`config.mk`:
```
export PLATFORM = sky130hd
export DESIGN_NAME = mfBank
export DESIGN_NICKNAME = d
export VERILOG_FILES = /design/src/design/mfPkg.sv /design/src/design/accBus.sv /design/src/design/tapBus.sv /design/src/design/complexMac.sv /design/src/design/mfBank.sv /design/src/design/mfResult.sv /design/src/design/tapSequencer.sv
export SDC_FILE = /design/constraint.sdc
export NUM_CORES = 2
export LEC_CHECK = 0
export BUFFER_PORTS_ARGS = -buffer_cell sky130_fd_sc_hd__clkbuf_2
export CAP_MARGIN = 20
export CORE_MARGIN = 4
export CORE_UTILIZATION = 55
export DETAILED_ROUTE_END_ITERATION = 8
export GPL_ROUTABILITY_DRIVEN = 0
export GPL_TIMING_DRIVEN = 0
export PLACE_DENSITY = 0.73
export SYNTH_ARGS = -nofsm -noshare
export SYNTH_HDL_FRONTEND = slang
export SYNTH_HIERARCHICAL = 1
export SYNTH_SLANG_ARGS = --single-unit
export TNS_END_PERCENT = 100
```
`constraint.sdc`:
```
create_clock -name clk -period 7.3 [get_ports clk]
set_input_delay 0.73 -clock clk [delete_from_list [all_inputs] [get_ports clk]]
set_output_delay 0.73 -clock clk [all_outputs]
set_load 0.02 [all_outputs]
```
`src/design/mfPkg.sv`:
```
// matched filter bank
// shared widths and coefficient banks
`default_nettype none

package mfPkg;

   //--------------------------------------------------------------------------
   // datapath widths
   //--------------------------------------------------------------------------
   // input sample, i or q
   typedef logic signed [17:0] sampleT;
   // coefficient, 1.0 = 2^17
   typedef logic signed [17:0] coefT;
   // one sample times one coefficient
   typedef logic signed [35:0] prodT;
   // four taps of two products, with headroom
   typedef logic signed [37:0] accT;
   // saturated filter output
   typedef logic signed [9:0]  mfOutT;
   // tap counter
   typedef logic [1:0]         tapIdxT;

   localparam int NUM_TAPS  = 4;
   localparam int NUM_BANKS = 2;

   //--------------------------------------------------------------------------
   // coefficient banks, [bank][tap]
   //--------------------------------------------------------------------------
   // bank 0 for the first modulation index, bank 1 for the second
   // tap 0 meets the oldest sample of the window
   localparam coefT COEF_RE [NUM_BANKS][NUM_TAPS] = '{
      '{18'sd32768, 18'sd104858, 18'sd98304, 18'sd26214},
      '{18'sd19661, 18'sd81920, 18'sd117965, 18'sd52429}
   };
   localparam coefT COEF_IM [NUM_BANKS][NUM_TAPS] = '{
      '{-18'sd45875, -18'sd19661, 18'sd22938, 18'sd39322},
      '{-18'sd58982, -18'sd36045, 18'sd9830, 18'sd49152}
   };

   // output slice starts here, top of slice is bit 34
   localparam int OUT_LSB = 25;
   // symmetric saturation limits
   localparam mfOutT OUT_MAX = 10'sd511;
   localparam mfOutT OUT_MIN = -10'sd511;

endpackage

`default_nettype wire

```
`src/design/accBus.sv`:
```
// accumulator bus, execute to result
`default_nettype none
`timescale 1ns/100ps

interface accBus;
   import mfPkg::*;

   // full precision sums, x*c
   accT  mf0I;
   accT  mf0Q;
   // x*conj(c)
   accT  mf1I;
   accT  mf1Q;
   // one cycle pulse, sums valid with it
   logic done;

   // accumulator side
   modport mac (output mf0I, mf0Q, mf1I, mf1Q, done);

   // saturation and handshake side
   modport res (input mf0I, mf0Q, mf1I, mf1Q, done);

endinterface

`default_nettype wire

```
`src/design/tapBus.sv`:
```
// tap bus, decode to execute
`default_nettype none
`timescale 1ns/100ps

interface tapBus;
   import mfPkg::*;

   // one complex coefficient per clock
   coefT   coefRe;
   coefT   coefIm;
   // matching window sample
   sampleT dataRe;
   sampleT dataIm;
   // tap qualifiers
   logic   tapValid;
   // first tap restarts the sums
   logic   firstTap;
   // last tap closes the symbol
   logic   lastTap;

   // sequencer side
   modport seq (output coefRe, coefIm, dataRe, dataIm, tapValid, firstTap, lastTap);

   // multiply-accumulate side
   modport mac (input coefRe, coefIm, dataRe, dataIm, tapValid, firstTap, lastTap);

endinterface

`default_nettype wire

```
`src/design/complexMac.sv`:
```
// complex multiply-accumulate
// mf0 with c, mf1 with conj(c)
`default_nettype none
`timescale 1ns/100ps

module complexMac (
   input logic clk,
   input logic reset,
   tapBus.mac  taps,
   accBus.mac  sums
);
   import mfPkg::*;

   // real products, one tap per clock
   prodT prodRR;
   prodT prodII;
   prodT prodIR;
   prodT prodRI;
   // tap qualifiers, delayed with the products
   logic prodValid;
   logic prodFirst;
   logic prodLast;
   // per tap terms and running sums
   // index 0 mf0I, 1 mf0Q, 2 mf1I, 3 mf1Q
   accT  term [4];
   accT  acc  [4];

   //--------------------------------------------------------------------------
   // stage 1, products
   //--------------------------------------------------------------------------
   // dataRe*coefRe
   // dataIm*coefIm
   // dataIm*coefRe
   // dataRe*coefIm
   always_ff @(posedge clk) begin
      prodRR <= prodT'(taps.dataRe) * prodT'(taps.coefRe);
      prodII <= prodT'(taps.dataIm) * prodT'(taps.coefIm);
      prodIR <= prodT'(taps.dataIm) * prodT'(taps.coefRe);
      prodRI <= prodT'(taps.dataRe) * prodT'(taps.coefIm);
   end

   always_ff @(posedge clk) begin
      if (reset) begin
         prodValid <= 1'b0;
         prodFirst <= 1'b0;
         prodLast  <= 1'b0;
      end else begin
         prodValid <= taps.tapValid;
         prodFirst <= taps.tapValid && taps.firstTap;
         prodLast  <= taps.tapValid && taps.lastTap;
      end
   end

   //--------------------------------------------------------------------------
   // stage 2, combine and accumulate
   //--------------------------------------------------------------------------
   // x*c, real part
   assign term[0] = accT'(prodRR) - accT'(prodII);
   // x*c, imag part
   assign term[1] = accT'(prodIR) + accT'(prodRI);
   // x*conj(c) flips the sign of the coefficient imag part
   assign term[2] = accT'(prodRR) + accT'(prodII);
   assign term[3] = accT'(prodIR) - accT'(prodRI);

   // first tap loads, the rest add
   // no hold between symbols, next first tap overwrites
   always_ff @(posedge clk) begin
      if (prodValid) begin
         for (int k = 0; k < 4; k++) begin
            if (prodFirst)
               acc[k] <= term[k];
            else
               acc[k] <= acc[k] + term[k];
         end
      end
   end

   // lands with the last accumulate
   always_ff @(posedge clk) begin
      if (reset)
         sums.done <= 1'b0;
      else
         sums.done <= prodValid && prodLast;
   end

   // sums stay until the next symbol's first tap
   assign sums.mf0I = acc[0];
   assign sums.mf0Q = acc[1];
   assign sums.mf1I = acc[2];
   assign sums.mf1Q = acc[3];

endmodule

`default_nettype wire

```
`src/design/mfBank.sv`:
```
// dual matched filter bank, top level
`default_nettype none
`timescale 1ns/100ps

module mfBank (
   input  logic          clk,
   input  logic          reset,
   // sample strobes
   input  logic          sym2xEn,
   input  logic          symEn,
   // modulation index select, taken at symEn
   input  logic          hSel,
   input  mfPkg::sampleT i,
   input  mfPkg::sampleT q,
   // consumer side
   input  logic          ack,
   output mfPkg::mfOutT  mf0I,
   output mfPkg::mfOutT  mf0Q,
   output mfPkg::mfOutT  mf1I,
   output mfPkg::mfOutT  mf1Q,
   output logic          req,
   output logic          overrun
);

   // decode to execute
   tapBus tapIf ();
   // execute to result
   accBus accIf ();

   // window capture and tap issue, taps in cycles 1 to 4
   tapSequencer tapSequencer_i (
      .clk     (clk),
      .reset   (reset),
      .sym2xEn (sym2xEn),
      .symEn   (symEn),
      .hSel    (hSel),
      .i       (i),
      .q       (q),
      .taps    (tapIf.seq)
   );

   // products and sums, done in cycle 6
   complexMac complexMac_i (
      .clk   (clk),
      .reset (reset),
      .taps  (tapIf.mac),
      .sums  (accIf.mac)
   );

   // saturated outputs, req in cycle 7
   mfResult mfResult_i (
      .clk     (clk),
      .reset   (reset),
      .ack     (ack),
      .sums    (accIf.res),
      .mf0I    (mf0I),
      .mf0Q    (mf0Q),
      .mf1I    (mf1I),
      .mf1Q    (mf1Q),
      .req     (req),
      .overrun (overrun)
   );

endmodule

`default_nettype wire

```
`src/design/mfResult.sv`:
```
// result stage
// saturation, req/ack handshake, overrun
`default_nettype none
`timescale 1ns/100ps

module mfResult (
   input  logic         clk,
   input  logic         reset,
   input  logic         ack,
   accBus.res           sums,
   output mfPkg::mfOutT mf0I,
   output mfPkg::mfOutT mf0Q,
   output mfPkg::mfOutT mf1I,
   output mfPkg::mfOutT mf1Q,
   output logic         req,
   output logic         overrun
);
   import mfPkg::*;

   typedef enum logic [1:0] {HS_IDLE, HS_REQ, HS_RELEASE} hsStateT;

   hsStateT hsState;
   logic    accept;

   // top guard bits all equal, keep bits 34:25
   // otherwise clip by sign
   function automatic mfOutT satSlice(input accT sum);
      logic [$bits(accT)-OUT_LSB-$bits(mfOutT):0] guard;
      guard = sum[$bits(accT)-1:OUT_LSB+$bits(mfOutT)-1];
      if ((&guard) || !(|guard))
         return sum[OUT_LSB+$bits(mfOutT)-1:OUT_LSB];
      else if (sum[$bits(accT)-1])
         return OUT_MIN;
      else
         return OUT_MAX;
   endfunction

   // only a fully idle handshake takes a result
   assign accept = sums.done && (hsState == HS_IDLE);

   //--------------------------------------------------------------------------
   // output registers
   //--------------------------------------------------------------------------
   // held for the whole handshake, dropped results never load
   always_ff @(posedge clk) begin
      if (reset) begin
         mf0I <= '0;
         mf0Q <= '0;
         mf1I <= '0;
         mf1Q <= '0;
      end else if (accept) begin
         mf0I <= satSlice(sums.mf0I);
         mf0Q <= satSlice(sums.mf0Q);
         mf1I <= satSlice(sums.mf1I);
         mf1Q <= satSlice(sums.mf1Q);
      end
   end

   //--------------------------------------------------------------------------
   // four-phase handshake
   //--------------------------------------------------------------------------
   always_ff @(posedge clk) begin
      if (reset) begin
         hsState <= HS_IDLE;
      end else begin
         case (hsState)
            // data loads in the same edge req rises
            HS_IDLE:
               if (accept)
                  hsState <= HS_REQ;
            // wait for ack high
            HS_REQ:
               if (ack)
                  hsState <= HS_RELEASE;
            // req low, wait for ack low
            HS_RELEASE:
               if (!ack)
                  hsState <= HS_IDLE;
            default: hsState <= HS_IDLE;
         endcase
      end
   end

   assign req = (hsState == HS_REQ);

   // sticky until reset
   always_ff @(posedge clk) begin
      if (reset)
         overrun <= 1'b0;
      else if (sums.done && !accept)
         overrun <= 1'b1;
   end

endmodule

`default_nettype wire

```
`src/design/tapSequencer.sv`:
```
// tap sequencer
// sample line, window capture and tap issue
`default_nettype none
`timescale 1ns/100ps

module tapSequencer (
   input  logic          clk,
   input  logic          reset,
   input  logic          sym2xEn,
   input  logic          symEn,
   input  logic          hSel,
   input  mfPkg::sampleT i,
   input  mfPkg::sampleT q,
   tapBus.seq            taps
);
   import mfPkg::*;

   typedef enum logic {SEQ_IDLE, SEQ_TAPS} seqStateT;

   seqStateT seqState;
   tapIdxT   tapIdx;
   logic     bankSel;
   logic     startWin;
   logic     issuing;
   // line, index 0 is newest
   sampleT   lineRe [NUM_TAPS];
   sampleT   lineIm [NUM_TAPS];
   // window, index 0 is oldest
   sampleT   winRe  [NUM_TAPS];
   sampleT   winIm  [NUM_TAPS];

   // symEn while busy is dropped
   assign startWin = symEn && (seqState == SEQ_IDLE);
   assign issuing  = (seqState == SEQ_TAPS);

   //--------------------------------------------------------------------------
   // sample line at twice the symbol rate
   //--------------------------------------------------------------------------
   always_ff @(posedge clk) begin
      if (reset) begin
         for (int k = 0; k < NUM_TAPS; k++) begin
            lineRe[k] <= '0;
            lineIm[k] <= '0;
         end
      end else if (sym2xEn) begin
         lineRe[0] <= i;
         lineIm[0] <= q;
         for (int k = 1; k < NUM_TAPS; k++) begin
            lineRe[k] <= lineRe[k-1];
            lineIm[k] <= lineIm[k-1];
         end
      end
   end

   // window takes the line before this cycle's shift
   // reversed so tap 0 gets the oldest sample
   always_ff @(posedge clk) begin
      if (startWin) begin
         bankSel <= hSel;
         for (int k = 0; k < NUM_TAPS; k++) begin
            winRe[k] <= lineRe[NUM_TAPS-1-k];
            winIm[k] <= lineIm[NUM_TAPS-1-k];
         end
      end
   end

   //--------------------------------------------------------------------------
   // four tap walk
   //--------------------------------------------------------------------------
   always_ff @(posedge clk) begin
      if (reset) begin
         seqState <= SEQ_IDLE;
         tapIdx   <= '0;
      end else begin
         case (seqState)
            SEQ_IDLE: begin
               tapIdx <= '0;
               if (startWin)
                  seqState <= SEQ_TAPS;
            end
            SEQ_TAPS: begin
               // wraps to 0 after the last tap
               tapIdx <= tapIdx + 1'b1;
               if (tapIdx == tapIdxT'(NUM_TAPS - 1))
                  seqState <= SEQ_IDLE;
            end
            default: seqState <= SEQ_IDLE;
         endcase
      end
   end

   // qualifiers, registered with the payload below
   always_ff @(posedge clk) begin
      if (reset) begin
         taps.tapValid <= 1'b0;
         taps.firstTap <= 1'b0;
         taps.lastTap  <= 1'b0;
      end else begin
         taps.tapValid <= issuing;
         taps.firstTap <= issuing && (tapIdx == '0);
         taps.lastTap  <= issuing && (tapIdx == tapIdxT'(NUM_TAPS - 1));
      end
   end

   // coefficient from the latched bank, sample from the window
   always_ff @(posedge clk) begin
      taps.coefRe <= COEF_RE[bankSel][tapIdx];
      taps.coefIm <= COEF_IM[bankSel][tapIdx];
      taps.dataRe <= winRe[tapIdx];
      taps.dataIm <= winIm[tapIdx];
   end

endmodule

`default_nettype wire

```
==> run summary <==
Status = finished, final reports clean
Sink Count = 692
WHS Endpoint = tapSequencer_i/bankSel
Hold crit path type = input port to register
RSZ-0062 raised after global routing = yes
CTS Buf Count = 79
Core area = 156000 um^2
# rows = 145
Routed wire per std cell = 23.4 um
TritonRoute pass-1 iters = 6
Synth Register Bits = 692
First DRT Iteration DRCs = 6896
MaxCap Viol Count = 0
Setup TNS = 0 ns
Die ar. = 164000 um^2
Most frequent cells in the layout = 1658 x inv_1, 1322 x fa_1, 821 x and2_1
Die width = 405 um
Tot GR Track Use = 0.325
Synth cell types = 103
Syn Inst Count = 8956
Setup violators final = 0
Setup crit start kind = register
Worst-path fanout max = 10
Cell taking the most area after synthesis = fa_1
H-tree depth = 3
CTS tree = done
Crit path DAT = 7.82 ns
Area contributors post-synth = fa_1 31%, edfxtp_1 15%, ha_1 9.7%
Layout cells sized above 1 = 0.0773
Mapped Area = 86600 um^2
Clock insertion delay at the later pin of the skew report = 0.72 ns
Placed cell area = 89900 um^2
EDFF count, synth = 441
Slew headroom = 0.200
Clk pin slew, worst setup/hold paths = 0.06 ns
Synth-to-layout area growth = 7.88%
FF-to-FF Start = tapSequencer_i/taps.coefIm[11]
Final Max Slew Viols = 0
Synthesized Nets = 10993
Final Hold Viols = 0
Initial core utilization = 0.554
CP endpoint kind = register
DP Wirelength = 211000 um
Commonest non-fill, non-tap cell in the layout = inv_1
Max Freq = 0.138 GHz
Die height = 405 um
Vias/cell = 5.88
Worst Hold Path Cells = 1
Routed Antenna Nets = 0
Setup CP Type = register to register
Crit path required time = 7.86 ns
Clock Tree Root = clkbuf_16
First-pass GRT wire length = 399000 um
Share of the synthesized area in the top cell type = 0.306
DRT Wirelength = 263000 um
Via Count = 66243
Largest net degree at the start of global routing = 69
Fillers = 13021
Hold-fix buffers at CTS = 0
Ports = 84
Initial antenna violation count = 31
Final critical-path required period = 7.26 ns
Final Util = 0.597
R2R depth = 22
DR DRC count = 0
Period utilization = 0.994
Clk buf depth = 3
Post-synth ARST share = 0
Synth warnings = 6
End of the worst register-to-register path = complexMac_i/prodII[35]
Vias in the first global route = 67888
Final Non-Filler Cells = 11263
# placed instances = 11112
Final setup skew = 0.0669 ns
Grt total ovfl = 0
Final Cell Area = 93400 um^2
IO buf count = 83
Reg2Reg Setup Slack = 0.04 ns
Synthesized area per cell = 9.67 um^2
Ys flop type = edfxtp_1
HP Start = hSel
Sequential cell area fraction in the yosys report = 0.211
Actual slew at the worst max-slew pin = 1.19 ns
Final net count = 11147
[logic make-up (layout without fill, tap and decap cells)]
logic type	count (synthesis)	after routing	share of synthesized area
DFF	692	692	0.211
xor gates and xnor gates	398	398	0.0403
and+or+nand+nor	2440	2440	0.142
adders and majority gates	1995	1995	0.403
muxes	78	78	0.0147
buffers and inverters	2086	2305	0.0927
other	1	31	0.0000433
AOI/OAI and AO/OA	1266	1266	0.0960
[registers in the layout (all words and copies together), names as in the netlist, 18 cells and up]
signal                      flops
tapSequencer_i/taps.dataIm     18
complexMac_i/prodRI            36
tapSequencer_i/winIm           72
complexMac_i/acc              152
tapSequencer_i/taps.dataRe     18
tapSequencer_i/lineIm          72
tapSequencer_i/lineRe          72
complexMac_i/prodIR            36
tapSequencer_i/winRe           72
complexMac_i/prodII            36
complexMac_i/prodRR            36
[layer usage]
layer,wire (um),vias up,global-route usage
li1,-,28670,-
met1,94200,32462,0.390
met2,111000,3968,0.486
met3,35200,1123,0.127
met4,22500,20,0.218
met5,168,-,0.000297
[repair_timing]
item,CTS,global route
setup buffers,0,15
resized for setup,221,223
endpoints found under the setup margin,61,38
gates cloned,0,0
pin swaps,1,8
[area by class of cell]
cell class	count	area, um^2	share of cell area
Clock inverter	38	434	0.00465
Inverter	1664	6250	0.0670
Tap cell	2058	2570	0.0276
Antenna cell	30	75.1	0.000804
Timing Repair Buffer	117	845	0.00904
Multi-Input combinational cell	6178	60600	0.648
Sequential cell	692	18300	0.196
Buffer	378	2060	0.0220
Clock buffer	108	2260	0.0242
[worst max-delay path by stage]
stage                                         from                 endpoint  cells after the start
global placement    tapSequencer_i/taps.coefRe[10]  complexMac_i/prodIR[35]                     23
floorplan           tapSequencer_i/taps.dataIm[17]  complexMac_i/prodII[35]                     27
CTS                 tapSequencer_i/taps.coefRe[12]  complexMac_i/prodIR[34]                     22
detailed placement  tapSequencer_i/taps.coefRe[10]  complexMac_i/prodIR[34]                     26
global route        tapSequencer_i/taps.coefIm[11]  complexMac_i/prodII[35]                     22
finish              tapSequencer_i/taps.coefIm[11]  complexMac_i/prodII[35]                     22
[per-stage QoR]
step | hold slack (ns) | worst slack, ns
6_report | 0.229 | 0.0434
5_1_grt | 0.205 | -0.0529
3_3_place_gp | 0.400 | -3.77
2_1_floorplan | 0.400 | 0.732
3_5_place_dp | 0.405 | -1.84
4_1_cts | 0.189 | 0.00154
[synth_stat cells (24+ instances only)]
| cell type | instances |
|---|---|
| inv_1 | 1661 |
| fa_1 | 1324 |
| and2_1 | 821 |
| nand2_1 | 810 |
| ha_1 | 671 |
| edfxtp_1 | 441 |
| a21oi_1 | 375 |
| nor2_1 | 369 |
| clkbuf_1 | 356 |
| xnor2_1 | 287 |
| dfxtp_1 | 251 |
| o21ai_0 | 242 |
| a21o_1 | 159 |
| xor2_1 | 111 |
| nor3_1 | 72 |
| nor2b_1 | 71 |
| nand2b_1 | 68 |
| nand3_1 | 66 |
| o21bai_1 | 62 |
| o21a_1 | 52 |
| a211oi_1 | 46 |
| mux4_2 | 36 |
| and3_1 | 33 |
| mux2_2 | 33 |
| a31oi_1 | 32 |
| o21ai_1 | 29 |
| a211oi_2 | 26 |
| nand4_1 | 26 |
| o211ai_1 | 26 |
| o31ai_1 | 24 |
[worst max-delay path, cell delays in order, from the launching register on]
cell	delay, ns
dfxtp_1	0.40
buf_4	0.32
clkbuf_2	0.52
nand2_1	0.16
fa_1	0.53
inv_1	0.06
fa_1	0.48
fa_1	0.56
fa_1	0.43
fa_1	0.50
inv_1	0.05
fa_1	0.47
inv_1	0.04
ha_2	0.38
and4_1	0.21
nand2_1	0.09
or4_4	0.58
o311ai_4	0.44
nand3_2	0.16
a31oi_2	0.21
o21a_1	0.14
nor2_1	0.06
xnor2_2	0.29
Power is not shown: default switching activity piles up to over one toggle a cycle in this logic, so the estimate is an artifact.
